## config.mk

```make
export PLATFORM = sky130hd
export DESIGN_NAME = gpio_apb
export DESIGN_NICKNAME = d
export VERILOG_FILES = /design/src/hw/gpio_pkg.sv /design/src/hw/gpio_sync.sv /design/src/hw/gpio_apb_decode.sv /design/src/hw/gpio_regs.sv /design/src/hw/gpio_result.sv /design/src/hw/gpio_apb.sv
export SDC_FILE = /design/constraint.sdc
export NUM_CORES = 1
export LEC_CHECK = 0
export CORE_MARGIN = 1
export CORE_UTILIZATION = 50
export CTS_CLUSTER_SIZE = 16
export DETAILED_ROUTE_END_ITERATION = 8
export DONT_BUFFER_PORTS = 1
export GPL_ROUTABILITY_DRIVEN = 0
export PLACE_DENSITY = 0.67
export SLEW_MARGIN = 5
export SYNTH_ARGS = -nofsm -noshare
export SYNTH_HDL_FRONTEND = slang
export SYNTH_SLANG_ARGS = --single-unit
export TNS_END_PERCENT = 30
```

## constraint.sdc

```tcl
create_clock -name PCLK -period 4.5 [get_ports PCLK]
set_input_delay 0.9 -clock PCLK [delete_from_list [all_inputs] [get_ports PCLK]]
set_output_delay 0.9 -clock PCLK [all_outputs]
set_load 0.005 [all_outputs]
```

## src/hw/gpio_pkg.sv

```systemverilog
//////////////////////////////////////////////////////////////////////
// shared constants for the APB GPIO block
// XLEN may be 32 or 64; register words are always 32 bits wide
// SYNC_STAGES must be at least 2 so edge detection has a stage pair
// LOOPBACK is a test aid only and must stay off in a real pad ring
//////////////////////////////////////////////////////////////////////

`default_nettype none

package gpio_pkg;

  // bus and pin geometry
  localparam int XLEN        = 32;
  localparam int NPINS       = 32;
  localparam int SYNC_STAGES = 3;

  // feed enabled outputs back into the input path
  localparam bit LOOPBACK = 1'b0;

  //////////////////////////////////////////////////////////////////////
  // register map, byte offsets in an 8-bit space
  //////////////////////////////////////////////////////////////////////
  localparam logic [7:0] ADDR_INPUT_VAL  = 8'h00;
  localparam logic [7:0] ADDR_INPUT_EN   = 8'h04;
  localparam logic [7:0] ADDR_OUTPUT_EN  = 8'h08;
  localparam logic [7:0] ADDR_OUTPUT_VAL = 8'h0C;
  localparam logic [7:0] ADDR_RISE_IE    = 8'h18;
  localparam logic [7:0] ADDR_RISE_IP    = 8'h1C;
  localparam logic [7:0] ADDR_FALL_IE    = 8'h20;
  localparam logic [7:0] ADDR_FALL_IP    = 8'h24;
  localparam logic [7:0] ADDR_HIGH_IE    = 8'h28;
  localparam logic [7:0] ADDR_HIGH_IP    = 8'h2C;
  localparam logic [7:0] ADDR_LOW_IE     = 8'h30;
  localparam logic [7:0] ADDR_LOW_IP     = 8'h34;
  localparam logic [7:0] ADDR_IOF_EN     = 8'h38;
  localparam logic [7:0] ADDR_IOF_SEL    = 8'h3C;
  localparam logic [7:0] ADDR_OUT_XOR    = 8'h40;

  // INPUT_VAL is read-only, so it has no write select bit
  localparam int NREGS = 14;

  // bit positions in the one-hot write select
  typedef enum logic [3:0] {
    REG_INPUT_EN, REG_OUTPUT_EN, REG_OUTPUT_VAL,
    REG_RISE_IE, REG_RISE_IP, REG_FALL_IE, REG_FALL_IP,
    REG_HIGH_IE, REG_HIGH_IP, REG_LOW_IE, REG_LOW_IP,
    REG_IOF_EN, REG_IOF_SEL, REG_OUT_XOR
  } reg_idx_e;

endpackage

`default_nettype wire

```

## src/hw/gpio_sync.sv

```systemverilog
//////////////////////////////////////////////////////////////////////
// multi-stage pin synchronizer, reset to zero
// STAGES must be 2 or more; q_prev is the stage just before q
//////////////////////////////////////////////////////////////////////

`timescale 1ns/1ps
`default_nettype none

module gpio_sync #(
  parameter int STAGES = gpio_pkg::SYNC_STAGES
) (
  input  logic                       PCLK,
  input  logic                       PRESETn,
  input  logic [gpio_pkg::NPINS-1:0] d,
  output logic [gpio_pkg::NPINS-1:0] q,
  output logic [gpio_pkg::NPINS-1:0] q_prev
);

  logic [gpio_pkg::NPINS-1:0] stage [STAGES];

  // shift chain, first stage samples the pins
  always_ff @(posedge PCLK or negedge PRESETn) begin
    if (!PRESETn) begin
      for (int i = 0; i < STAGES; i++) begin
        stage[i] <= '0;
      end
    end else begin
      stage[0] <= d;
      for (int i = 1; i < STAGES; i++) begin
        stage[i] <= stage[i-1];
      end
    end
  end

  // last stage is the settled value, previous one gives edges
  assign q      = stage[STAGES-1];
  assign q_prev = stage[STAGES-2];

endmodule

`default_nettype wire

```

## src/hw/gpio_apb_decode.sv

```systemverilog
//////////////////////////////////////////////////////////////////////
// APB access decode for the GPIO block
// only naturally aligned 32-bit words are supported
// paddr[1:0] is ignored; for XLEN 64, paddr[2] picks the data half
//////////////////////////////////////////////////////////////////////

`timescale 1ns/1ps
`default_nettype none

module gpio_apb_decode (
  input  logic                       PCLK,
  input  logic                       PRESETn,
  input  logic                       psel,
  input  logic                       penable,
  input  logic                       pwrite,
  input  logic [7:0]                 paddr,
  input  logic [gpio_pkg::XLEN-1:0]  pwdata,
  output logic [gpio_pkg::NREGS-1:0] wr_sel,
  output logic [31:0]                wdata,
  output logic [7:0]                 rd_offset
);

  logic wr_access;

  // word aligned offset, also used for the read mux
  assign rd_offset = {paddr[7:2], 2'b00};

  // write only in the access phase
  assign wr_access = psel & penable & pwrite;

  // pick the 32-bit lane on a wide bus
  if (gpio_pkg::XLEN == 64) begin : g_wide
    assign wdata = paddr[2] ? pwdata[63:32] : pwdata[31:0];
  end else begin : g_narrow
    assign wdata = pwdata[31:0];
  end

  always_comb begin
    wr_sel = '0;
    if (wr_access) begin
      case (rd_offset)
        gpio_pkg::ADDR_INPUT_EN:   wr_sel[gpio_pkg::REG_INPUT_EN]   = 1'b1;
        gpio_pkg::ADDR_OUTPUT_EN:  wr_sel[gpio_pkg::REG_OUTPUT_EN]  = 1'b1;
        gpio_pkg::ADDR_OUTPUT_VAL: wr_sel[gpio_pkg::REG_OUTPUT_VAL] = 1'b1;
        gpio_pkg::ADDR_RISE_IE:    wr_sel[gpio_pkg::REG_RISE_IE]    = 1'b1;
        gpio_pkg::ADDR_RISE_IP:    wr_sel[gpio_pkg::REG_RISE_IP]    = 1'b1;
        gpio_pkg::ADDR_FALL_IE:    wr_sel[gpio_pkg::REG_FALL_IE]    = 1'b1;
        gpio_pkg::ADDR_FALL_IP:    wr_sel[gpio_pkg::REG_FALL_IP]    = 1'b1;
        gpio_pkg::ADDR_HIGH_IE:    wr_sel[gpio_pkg::REG_HIGH_IE]    = 1'b1;
        gpio_pkg::ADDR_HIGH_IP:    wr_sel[gpio_pkg::REG_HIGH_IP]    = 1'b1;
        gpio_pkg::ADDR_LOW_IE:     wr_sel[gpio_pkg::REG_LOW_IE]     = 1'b1;
        gpio_pkg::ADDR_LOW_IP:     wr_sel[gpio_pkg::REG_LOW_IP]     = 1'b1;
        gpio_pkg::ADDR_IOF_EN:     wr_sel[gpio_pkg::REG_IOF_EN]     = 1'b1;
        gpio_pkg::ADDR_IOF_SEL:    wr_sel[gpio_pkg::REG_IOF_SEL]    = 1'b1;
        gpio_pkg::ADDR_OUT_XOR:    wr_sel[gpio_pkg::REG_OUT_XOR]    = 1'b1;
        // INPUT_VAL and holes in the map take no write
        default:                   wr_sel = '0;
      endcase
    end
  end

  // a write selects one register for a single cycle
  a_wr_sel_onehot: assert property (@(posedge PCLK) disable iff (!PRESETn)
    (|wr_sel) |-> $onehot(wr_sel) ##1 (wr_sel == '0));

  // an access phase always follows a setup phase
  a_setup_first: assert property (@(posedge PCLK) disable iff (!PRESETn)
    (psel && penable) |-> $past(psel && !penable));

endmodule

`default_nettype wire

```

## src/hw/gpio_regs.sv

```systemverilog
//////////////////////////////////////////////////////////////////////
// GPIO control registers and pending-bit state
// pending bits are write-one-to-clear; a clear beats a set that edge
// pins with input_en low read zero and never raise pending bits
//////////////////////////////////////////////////////////////////////

`timescale 1ns/1ps
`default_nettype none

module gpio_regs (
  input  logic                       PCLK,
  input  logic                       PRESETn,
  input  logic [gpio_pkg::NREGS-1:0] wr_sel,
  input  logic [31:0]                wdata,
  input  logic [gpio_pkg::NPINS-1:0] pins_in,
  input  logic [gpio_pkg::NPINS-1:0] pin_out,
  output logic [gpio_pkg::NPINS-1:0] input_val,
  output logic [gpio_pkg::NPINS-1:0] input_en,
  output logic [gpio_pkg::NPINS-1:0] output_en,
  output logic [gpio_pkg::NPINS-1:0] output_val,
  output logic [gpio_pkg::NPINS-1:0] rise_ie,
  output logic [gpio_pkg::NPINS-1:0] rise_ip,
  output logic [gpio_pkg::NPINS-1:0] fall_ie,
  output logic [gpio_pkg::NPINS-1:0] fall_ip,
  output logic [gpio_pkg::NPINS-1:0] high_ie,
  output logic [gpio_pkg::NPINS-1:0] high_ip,
  output logic [gpio_pkg::NPINS-1:0] low_ie,
  output logic [gpio_pkg::NPINS-1:0] low_ip,
  output logic [gpio_pkg::NPINS-1:0] iof_en,
  output logic [gpio_pkg::NPINS-1:0] iof_sel,
  output logic [gpio_pkg::NPINS-1:0] out_xor
);

  logic [gpio_pkg::NPINS-1:0] sync_d;
  logic [gpio_pkg::NPINS-1:0] sync_q;
  logic [gpio_pkg::NPINS-1:0] sync_prev;
  logic [gpio_pkg::NPINS-1:0] rise_set, fall_set, high_set, low_set;

  //////////////////////////////////////////////////////////////////////
  // input path
  //////////////////////////////////////////////////////////////////////

  // loopback drives enabled outputs onto their own inputs
  if (gpio_pkg::LOOPBACK) begin : g_loop
    assign sync_d = ((output_en & pin_out) | (~output_en & pins_in)) & input_en;
  end else begin : g_pins
    assign sync_d = pins_in & input_en;
  end

  gpio_sync #(
    .STAGES (gpio_pkg::SYNC_STAGES)
  ) u_sync (
    .PCLK    (PCLK),
    .PRESETn (PRESETn),
    .d       (sync_d),
    .q       (sync_q),
    .q_prev  (sync_prev)
  );

  assign input_val = sync_q;

  // edges seen between the last two stages land with the new level
  assign rise_set = sync_prev & ~sync_q;
  assign fall_set = ~sync_prev & sync_q;
  assign high_set = sync_q;
  // disabled pins sit at zero, so low needs the enable as well
  assign low_set  = ~sync_q & input_en;

  //////////////////////////////////////////////////////////////////////
  // register file
  //////////////////////////////////////////////////////////////////////
  always_ff @(posedge PCLK or negedge PRESETn) begin
    if (!PRESETn) begin
      input_en   <= '0;
      output_en  <= '0;
      output_val <= '0;
      rise_ie    <= '0;
      fall_ie    <= '0;
      high_ie    <= '0;
      low_ie     <= '0;
      iof_en     <= '0;
      iof_sel    <= '0;
      out_xor    <= '0;
      rise_ip    <= '0;
      fall_ip    <= '0;
      high_ip    <= '0;
      low_ip     <= '0;
    end else begin
      // plain control registers
      if (wr_sel[gpio_pkg::REG_INPUT_EN])   input_en   <= wdata;
      if (wr_sel[gpio_pkg::REG_OUTPUT_EN])  output_en  <= wdata;
      if (wr_sel[gpio_pkg::REG_OUTPUT_VAL]) output_val <= wdata;
      if (wr_sel[gpio_pkg::REG_RISE_IE])    rise_ie    <= wdata;
      if (wr_sel[gpio_pkg::REG_FALL_IE])    fall_ie    <= wdata;
      if (wr_sel[gpio_pkg::REG_HIGH_IE])    high_ie    <= wdata;
      if (wr_sel[gpio_pkg::REG_LOW_IE])     low_ie     <= wdata;
      if (wr_sel[gpio_pkg::REG_IOF_EN])     iof_en     <= wdata;
      if (wr_sel[gpio_pkg::REG_IOF_SEL])    iof_sel    <= wdata;
      if (wr_sel[gpio_pkg::REG_OUT_XOR])    out_xor    <= wdata;

      // pending bits, sticky until written with ones
      if (wr_sel[gpio_pkg::REG_RISE_IP]) rise_ip <= rise_ip & ~wdata;
      else                               rise_ip <= rise_ip | rise_set;
      if (wr_sel[gpio_pkg::REG_FALL_IP]) fall_ip <= fall_ip & ~wdata;
      else                               fall_ip <= fall_ip | fall_set;
      if (wr_sel[gpio_pkg::REG_HIGH_IP]) high_ip <= high_ip & ~wdata;
      else                               high_ip <= high_ip | high_set;
      if (wr_sel[gpio_pkg::REG_LOW_IP])  low_ip  <= low_ip & ~wdata;
      else                               low_ip  <= low_ip | low_set;
    end
  end

  // a new pending bit needs the matching input_val history
  // edges show up together with the new level, levels one edge later
  a_pend_cause: assert property (@(posedge PCLK) disable iff (!PRESETn)
    ((rise_ip & ~$past(rise_ip) & ~(input_val & ~$past(input_val))) |
     (fall_ip & ~$past(fall_ip) & ~(~input_val & $past(input_val))) |
     (high_ip & ~$past(high_ip) & ~$past(input_val)) |
     (low_ip & ~$past(low_ip) & ~$past(~input_val & input_en))) == '0);

endmodule

`default_nettype wire

```

## src/hw/gpio_result.sv

```systemverilog
//////////////////////////////////////////////////////////////////////
// read data, pin drive and interrupt for the GPIO block
// prdata is a flop, loaded every cycle from the current offset
// pins_out, pins_en and irq are purely combinational
//////////////////////////////////////////////////////////////////////

`timescale 1ns/1ps
`default_nettype none

module gpio_result (
  input  logic                       PCLK,
  input  logic                       PRESETn,
  input  logic [7:0]                 rd_offset,
  input  logic [gpio_pkg::NPINS-1:0] input_val,
  input  logic [gpio_pkg::NPINS-1:0] input_en,
  input  logic [gpio_pkg::NPINS-1:0] output_en,
  input  logic [gpio_pkg::NPINS-1:0] output_val,
  input  logic [gpio_pkg::NPINS-1:0] rise_ie,
  input  logic [gpio_pkg::NPINS-1:0] rise_ip,
  input  logic [gpio_pkg::NPINS-1:0] fall_ie,
  input  logic [gpio_pkg::NPINS-1:0] fall_ip,
  input  logic [gpio_pkg::NPINS-1:0] high_ie,
  input  logic [gpio_pkg::NPINS-1:0] high_ip,
  input  logic [gpio_pkg::NPINS-1:0] low_ie,
  input  logic [gpio_pkg::NPINS-1:0] low_ip,
  input  logic [gpio_pkg::NPINS-1:0] iof_en,
  input  logic [gpio_pkg::NPINS-1:0] iof_sel,
  input  logic [gpio_pkg::NPINS-1:0] out_xor,
  input  logic [gpio_pkg::NPINS-1:0] iof0,
  input  logic [gpio_pkg::NPINS-1:0] iof1,
  output logic [gpio_pkg::XLEN-1:0]  prdata,
  output logic [gpio_pkg::NPINS-1:0] pins_out,
  output logic [gpio_pkg::NPINS-1:0] pins_en,
  output logic                       irq
);

  logic [31:0]                rd_word;
  logic [gpio_pkg::XLEN-1:0]  rd_bus;
  logic [gpio_pkg::NPINS-1:0] iof_out;
  logic [gpio_pkg::NPINS-1:0] pin_val;

  //////////////////////////////////////////////////////////////////////
  // read path
  //////////////////////////////////////////////////////////////////////
  always_comb begin
    case (rd_offset)
      gpio_pkg::ADDR_INPUT_VAL:  rd_word = input_val;
      gpio_pkg::ADDR_INPUT_EN:   rd_word = input_en;
      gpio_pkg::ADDR_OUTPUT_EN:  rd_word = output_en;
      gpio_pkg::ADDR_OUTPUT_VAL: rd_word = output_val;
      gpio_pkg::ADDR_RISE_IE:    rd_word = rise_ie;
      gpio_pkg::ADDR_RISE_IP:    rd_word = rise_ip;
      gpio_pkg::ADDR_FALL_IE:    rd_word = fall_ie;
      gpio_pkg::ADDR_FALL_IP:    rd_word = fall_ip;
      gpio_pkg::ADDR_HIGH_IE:    rd_word = high_ie;
      gpio_pkg::ADDR_HIGH_IP:    rd_word = high_ip;
      gpio_pkg::ADDR_LOW_IE:     rd_word = low_ie;
      gpio_pkg::ADDR_LOW_IP:     rd_word = low_ip;
      gpio_pkg::ADDR_IOF_EN:     rd_word = iof_en;
      gpio_pkg::ADDR_IOF_SEL:    rd_word = iof_sel;
      gpio_pkg::ADDR_OUT_XOR:    rd_word = out_xor;
      // unmapped offsets read zero
      default:                   rd_word = '0;
    endcase
  end

  // word goes to the lane named by address bit 2 on a wide bus
  if (gpio_pkg::XLEN == 64) begin : g_wide
    assign rd_bus = rd_offset[2] ? {rd_word, 32'b0} : {32'b0, rd_word};
  end else begin : g_narrow
    assign rd_bus = rd_word;
  end

  // setup-phase address gives data held through the access phase
  always_ff @(posedge PCLK or negedge PRESETn) begin
    if (!PRESETn) begin
      prdata <= '0;
    end else begin
      prdata <= rd_bus;
    end
  end

  //////////////////////////////////////////////////////////////////////
  // pin drive and interrupt
  //////////////////////////////////////////////////////////////////////
  // per pin: iof1 over iof0, then IOF over output_val, then polarity
  assign iof_out  = (iof_sel & iof1) | (~iof_sel & iof0);
  assign pin_val  = (iof_en & iof_out) | (~iof_en & output_val);
  assign pins_out = pin_val ^ out_xor;
  assign pins_en  = output_en;

  assign irq = |{rise_ip & rise_ie, fall_ip & fall_ie,
                 high_ip & high_ie, low_ip & low_ie};

endmodule

`default_nettype wire

```

## src/hw/gpio_apb.sv

```systemverilog
//////////////////////////////////////////////////////////////////////
// 32-pin GPIO with an APB slave port
// PREADY is always high, no error response; PSTRB is ignored
// so every write updates the full 32-bit register
//////////////////////////////////////////////////////////////////////

`timescale 1ns/1ps
`default_nettype none

module gpio_apb (
  input  logic                        PCLK,
  input  logic                        PRESETn,
  input  logic                        PSEL,
  input  logic                        PENABLE,
  input  logic                        PWRITE,
  input  logic [7:0]                  PADDR,
  input  logic [gpio_pkg::XLEN-1:0]   PWDATA,
  input  logic [gpio_pkg::XLEN/8-1:0] PSTRB,
  input  logic [gpio_pkg::NPINS-1:0]  iof0,
  input  logic [gpio_pkg::NPINS-1:0]  iof1,
  input  logic [gpio_pkg::NPINS-1:0]  pins_in,
  output logic [gpio_pkg::XLEN-1:0]   PRDATA,
  output logic                        PREADY,
  output logic [gpio_pkg::NPINS-1:0]  pins_out,
  output logic [gpio_pkg::NPINS-1:0]  pins_en,
  output logic                        irq
);

  logic [gpio_pkg::NREGS-1:0] wr_sel;
  logic [31:0]                wdata;
  logic [7:0]                 rd_offset;
  logic [gpio_pkg::NPINS-1:0] input_val, input_en, output_en, output_val;
  logic [gpio_pkg::NPINS-1:0] rise_ie, rise_ip, fall_ie, fall_ip;
  logic [gpio_pkg::NPINS-1:0] high_ie, high_ip, low_ie, low_ip;
  logic [gpio_pkg::NPINS-1:0] iof_en, iof_sel, out_xor;

  // single cycle access phase, slave never stalls
  assign PREADY = 1'b1;

  gpio_apb_decode u_decode (
    .PCLK (PCLK), .PRESETn (PRESETn),
    .psel (PSEL), .penable (PENABLE), .pwrite (PWRITE),
    .paddr (PADDR), .pwdata (PWDATA),
    .wr_sel (wr_sel), .wdata (wdata), .rd_offset (rd_offset)
  );

  // pins_out returns to the register stage for loopback
  gpio_regs u_regs (
    .PCLK (PCLK), .PRESETn (PRESETn),
    .wr_sel (wr_sel), .wdata (wdata), .pins_in (pins_in), .pin_out (pins_out),
    .input_val (input_val), .input_en (input_en),
    .output_en (output_en), .output_val (output_val),
    .rise_ie (rise_ie), .rise_ip (rise_ip), .fall_ie (fall_ie), .fall_ip (fall_ip),
    .high_ie (high_ie), .high_ip (high_ip), .low_ie (low_ie), .low_ip (low_ip),
    .iof_en (iof_en), .iof_sel (iof_sel), .out_xor (out_xor)
  );

  gpio_result u_result (
    .PCLK (PCLK), .PRESETn (PRESETn), .rd_offset (rd_offset),
    .input_val (input_val), .input_en (input_en),
    .output_en (output_en), .output_val (output_val),
    .rise_ie (rise_ie), .rise_ip (rise_ip), .fall_ie (fall_ie), .fall_ip (fall_ip),
    .high_ie (high_ie), .high_ip (high_ip), .low_ie (low_ie), .low_ip (low_ip),
    .iof_en (iof_en), .iof_sel (iof_sel), .out_xor (out_xor),
    .iof0 (iof0), .iof1 (iof1),
    .prdata (PRDATA), .pins_out (pins_out), .pins_en (pins_en), .irq (irq)
  );

endmodule

`default_nettype wire

```

==> reports/metrics.yaml, run 1 <==
crit_buf_inv: 0
r2r_cells: 5
cts.sinks: 576
dr.pass1.iters: 7
leakage_nw: 13.0
cp_data_required_time_ns: 3.60
syn_nets: 2193
detail_route.iter0.violations: 2342
slowest_stage: "a221oi_1"
die_height_microns: 228
cts.path.max_buffers: 3
worstSetupPathType: "flop to primary output"
yosys_warnings: 0
setup-tns-final_ns: 0
dieWidth_microns: 228
antenna_found_initial: 8
cts_tree: "yes"
nNetsFinal: 2151
synthTopCellsByArea: "dfrtp_1, mux2_2, a21oi_1"
finalMaxSlewViolations: 210
final_cell_count_no_fill: 2726
grtUsageTotal_pct: 32.0
grt_max_degree: 509
fill_cells: 4165
route.detailed.wl_per_inst_microns: 30.7
placed_area_sq_um: 26100
r2r-start: "u_regs.output_en[2]"
place_inst: 2613
cts-root-buf: "clkbuf_16"
ios: 243
drc: 0
synth_top_area_share_pct: 56.5
cp_max_fo: 3
clock_latency_ns: 0.62
max_cap_viol_count: 0
path_clk_slew_ns: 0.06
max_freq_mhz: 248
status: "finished with violations"
holdWs_ns: 0.0427
gr-total-overflow: 0
crit_path_max_incr_delay_ns: 0.66
final.period_utilization_pct: 89.5
via_count: 18500
min_period_ns: 4.03
p_per_area_nw_per_um2: 448
grt_pass1_wl_microns: 124000
synth_area_sq_um: 25500
multi_input_area_sq_um: 10200
ff2ff_setup_slack_ns: 2.91
drive_above_1_share_pct: 25.9
numCtsBuffers: 59
syn_to_final_growth_pct: 10.1
ant_nets: 0
rsz0062_at_grt: "false"
arrival_ns: 3.13
timing.rr.end: "u_result.prdata[2]"
finalInstanceArea_sq_um: 28100
cp_num_cells: 5
ys_ff_latch: 576
die_area_sq_um: 52000
violations: "slew limit"
path_cells: "a22o_1 -> a221oi_1 -> nand4_1 -> nor4_1 -> nand3_1"
synthCells: 2048
hp-class: "input port to async pin"
num_rows: 82
yosysTopAreaCell: "dfrtp_1"
syn_area_per_cell_sq_um: 12.5
clock_skew_ns: 0.00906
dp_hpwl_microns: 52600
cp_top_family: "simple AND/OR/NAND/NOR gates"
routed_wl_microns: 83600
ys_seq_area_share_pct: 56.5
crit_start: "u_regs.fall_ie[20]"
core-area_sq_um: 50300
port_buffers: 0
initial_utilization_pct: 50.8
peakVddDrop_uv: 304
register_area_sq_um: 14400
routed_via_density: 6.79
max_slew_margin_pct: -20.4
synth_cell_types: 42
setup_viol: 0
startpoint_type: "flop"
ctsResizeCount: 0
crit_end: "irq"
htreeDepth: 2
hold_violations: 0
first_global_vias: 18700
worstMarginPinSlew_ns: 1.81
worstSetupEndpointType: "primary output"
[cells in the mapped netlist]
cell type	count
a211oi_1	4
a21oi_1	212
a221oi_1	46
a222oi_1	13
a22o_1	53
a22oi_1	107
a31oi_1	96
and2_1	35
and2b_1	1
and3_1	3
and3b_1	1
and4b_1	1
buf_1	6
buf_2	39
buf_4	5
buf_6	9
clkbuf_1	95
conb_1	1
dfrtp_1	576
inv_1	64
mux2_1	20
mux2_2	367
mux2i_1	55
mux4_2	8
nand2_1	34
nand2b_1	3
nand3_1	38
nand4_1	11
nor2_1	48
nor2_2	2
nor2b_1	1
nor3_1	2
nor3_2	3
nor3_4	3
nor3b_2	1
nor4_1	2
nor4b_2	1
o21ai_0	21
o22ai_1	26
o2bb2ai_1	2
or4_1	1
xor2_1	32
[layout make-up]
class	count	area share [%]
Antenna cell	6	0.0534
Multi-Input combinational cell	1254	36.3
Sequential cell	576	51.3
Timing Repair Buffer	51	1.59
Clock buffer	92	6.41
Inverter	64	0.855
Tap cell	672	2.99
Clock inverter	11	0.477
[where the power goes]
group	switching (mW)	total, mW	internal (mW)
Combinational	0.567	1.16	0.594
Sequential	0.718	6.49	5.78
Clock	2.03	4.92	2.89
[metrics by stage]
stage          setup slack [ns]  util (%)  total power [mW]
4_1_cts                   0.591      55.8              12.6
6_report                  0.471      55.9              12.6
2_1_floorplan              1.99         -              7.16
5_1_grt                   0.553      55.9              13.0
3_5_place_dp               1.27      51.9              7.65
3_3_place_gp               1.32      51.9              7.58
[routing by layer]
metal / wire length [microns] / share of wire (%) / global-route usage (%)
met1: 33300 / 40 / 44.5
met2: 36300 / 43 / 46.6
met3: 9940 / 12 / 9.61
met4: 4040 / 4.8 / 14.1
met5: 13 / 0.016 / 0
[what timing repair did]
action,in CTS,in global routing
hold buffers,3,1
buffers inserted,0,0
hold endpoints to repair,55,1
[worst min path at each step]
stage | start | slack [ns] | end | cells after the start
after floorplan | u_regs.u_sync.stage[64] | 0.33 | u_regs.u_sync.q_prev[0] | 0
after global placement | u_regs.u_sync.stage[89] | 0.33 | u_regs.u_sync.q_prev[25] | 0
after CTS | PRESETn | 0.0003 | u_regs.out_xor[9] | 0
after detailed placement | u_regs.u_sync.stage[81] | 0.33 | u_regs.u_sync.q_prev[17] | 0
final | PRESETn | 0.04 | u_regs.input_en[7] | 0
after global routing | PRESETn | 0.003 | u_regs.output_en[10] | 0
[cell families (layout without fill, tap and decap cells)]
group / count (synthesis) / in the layout / synth area share, %
xor+xnor: 32 / 32 / 1.10
flops: 576 / 576 / 56.5
simple gates: 191 / 191 / 3.94
buf+inv: 218 / 218 / 3.74
compound gates: 580 / 580 / 14.8
mux: 450 / 450 / 19.9
other cells: 1 / 7 / 0.0147
[cells in the final DEF (no fill, tap or decap), types with 20 or more instances in the layout]
cell type,n
dfrtp_1,576
inv_1,64
buf_4,44
xor2_1,32
o22ai_1,26
a221oi_1,46
a31oi_1,96
a22o_1,53
clkbuf_16,59
and2_1,35
mux2_2,367
clkbuf_8,20
o21ai_0,21
a22oi_1,107
mux2_1,20
mux2i_1,55
nand2_1,34
nand3_1,38
nor2_1,44
a21oi_1,212
(Power assumes the default switching activity.)
==> inputs of run 2 (changes only) <==
--- a/config.mk
+++ b/config.mk
@@ -5,6 +5,7 @@
 export SDC_FILE = /design/constraint.sdc
 export NUM_CORES = 1
 export LEC_CHECK = 0
+export ABC_AREA = 1
 export CORE_MARGIN = 1
 export CORE_UTILIZATION = 50
 export CTS_CLUSTER_SIZE = 16
==> run 2 against run 1 <==
- the run still ends with slew limit left
- sequential power is 14% lower
- final cell count increased by 54%
- critical path depth increased by 3
- clock power rose by 3%
- critical endpoint unchanged
- largest cell class unchanged
- highest routed layer is now met4
==> reports/metrics.yaml, run 2 <==
worstSetupEndpointType: "primary output"
cts.path.max_buffers: 3
placed_area_sq_um: 27700
path_cells: "nand2_1 -> nand2_1 -> nor2_1 -> nand2_1 -> nor2_1 -> nand2_1 -> nor2_1 -> nand2_1"
yosysMostFrequentCell: "nand2_1"
yosys_warnings: 0
drc: 0
power_frac_clock_pct: 44.7
finalInstanceArea_sq_um: 29700
place_inst: 4092
crit_path_max_incr_delay_ns: 0.42
p_int_mw: 8.51
synthCells: 3532
peakVddDrop_uv: 321
cts_tree: "yes"
cp_top_family: "simple AND/OR/NAND/NOR gates"
dr.pass1.iters: 6
die_height_microns: 234
ant_nets: 0
crit_buf_inv: 0
ys_seq_area_share_pct: 53.3
synth_top_area_share_pct: 53.3
core-area_sq_um: 53000
cp_data_required_time_ns: 3.60
routed_wl_microns: 87200
p_per_area_nw_per_um2: 381
r2r_cells: 6
max_slew_margin_pct: -48.6
synthTopCellsByArea: "dfrtp_1, nand2_1, o21ai_0"
slowest_stage: "dfrtp_1"
violations: "slew limit"
initial_utilization_pct: 51.0
synth_cell_types: 24
synth_commonest_cells: "nand2_1, dfrtp_1, nor2_1, inv_1, o21ai_0"
status: "finished with violations"
syn_nets: 3677
post_cts_buffers: 0
via_count: 23500
routed_via_density: 5.60
timing.rr.end: "u_result.prdata[29]"
p_switching_mw: 2.79
ys_ff_latch: 576
drive_above_1_share_pct: 4.98
final_core_util_pct: 56.0
final.period_utilization_pct: 67.9
ios: 243
detail_route.iter0.violations: 2275
final_cell_count_no_fill: 4205
ff2ff_setup_slack_ns: 3.29
clock_latency_ns: 0.65
switching_share_pct: 24.7
synth_area_sq_um: 27000
max_freq_mhz: 327
grt_pass1_wl_microns: 132000
syn_to_final_growth_pct: 9.73
gr-total-overflow: 0
die_area_sq_um: 55000
cts-root-buf: "clkbuf_16"
route.detailed.wl_per_inst_microns: 20.7
setup_viol: 0
r2r-start: "u_regs.low_ip[29]"
crit_top_cell: "nand2_1"
antenna_found_initial: 1
min_period_ns: 3.05
path_clk_slew_ns: 0.06
layout_common_cells: "nand2_1, dfrtp_1, nor2_1"
numCtsBuffers: 60
htreeDepth: 2
grt_max_degree: 577
nNetsFinal: 3612
worstSetupPathType: "flop to primary output"
startpoint_type: "flop"
max_cap_viol_count: 0
grtUsageTotal_pct: 32.0
worstMarginPinSlew_ns: 2.23
leakage_nw: 14.7
cp_max_fo: 4
dieWidth_microns: 234
syn_area_per_cell_sq_um: 7.65
p_comb_share_pct: 6.1
synth_top_flop_cell: "dfrtp_1"
dp_hpwl_microns: 54800
power_frac_seq_pct: 49.2
clock_skew_ns: 0.0261
finalMaxSlewViolations: 420
arrival_ns: 2.15
num_rows: 84
hold_violations: 0
yosysTopAreaCell: "dfrtp_1"
first_global_vias: 22400
port_buffers: 0
synth_edf_count: 0
final_common_cell: "nand2_1"
setup-tns-final_ns: 0
cp_num_cells: 8
hp-class: "input port to async pin"
cts.sinks: 576
rsz0062_at_grt: "false"
ys_async_sr_fraction_pct: 100
[run 2: kinds of logic after synthesis]
family | synth area share [%]
simple gates | 25.9
other cells | 0.0139
flops | 53.3
xor+xnor | 1.04
compound gates | 11.6
buf+inv | 8.14
[run 2: power groups by stage]
stage | logic [mW] | registers [mW] | clock network [mW]
2_1_floorplan | 0.459 | 5.60 | 0
3_3_place_gp | 0.652 | 5.64 | 0
3_5_place_dp | 0.667 | 5.65 | 0
4_1_cts | 0.671 | 5.56 | 5.11
5_1_grt | 0.755 | 5.59 | 5.31
6_report | 0.684 | 5.56 | 5.05
[run 2: worst max path at each step]
stage,from,endpoint,slack [ns]
2_1_floorplan,iof0[0],pins_out[0],2.27
3_3_place_gp,PADDR[7],u_regs.output_val[18],1.48
3_5_place_dp,PADDR[7],u_regs.output_val[18],1.45
4_1_cts,u_regs.low_ip[27],irq,1.46
5_1_grt,u_regs.low_ip[27],irq,1.32
6_report,u_regs.low_ip[27],irq,1.45
[run 2: stage by stage]
step	worst slack, ns	hold WS [ns]	power (mW)
detailed placement	1.45	0.335	6.32
global route	1.32	0.00258	11.6
global placement	1.48	0.333	6.29
finish	1.45	0.0205	11.3
floorplan	2.27	0.331	6.05
CTS	1.46	-0.0293	11.3
[run 2: timing repair]
item	CTS	global route
gates resized for setup	0	0
endpoints found under the hold margin	309	7
setup endpoints to repair	0	0
[run 2: per-layer routing]
layer	track usage (%)	part of all wire, %	wire (microns)	vias to the layer above
met4	13.5	4.0	3490	0
li1	-	-	-	11000
met5	0	0	0	-
met3	7.41	9.8	8540	219
met2	50.7	46	40100	1051
met1	42.1	40	35100	11300
[run 2: cell type report]
type	instances	area (sq um)
antenna	2	5.00
clock buffer	96	1820
clock inverter	14	163
fill	4951	23300
inverter	393	1480
multi-input combinational	2383	10500
sequential	576	14400
tap	688	861
timing repair buffer	53	413
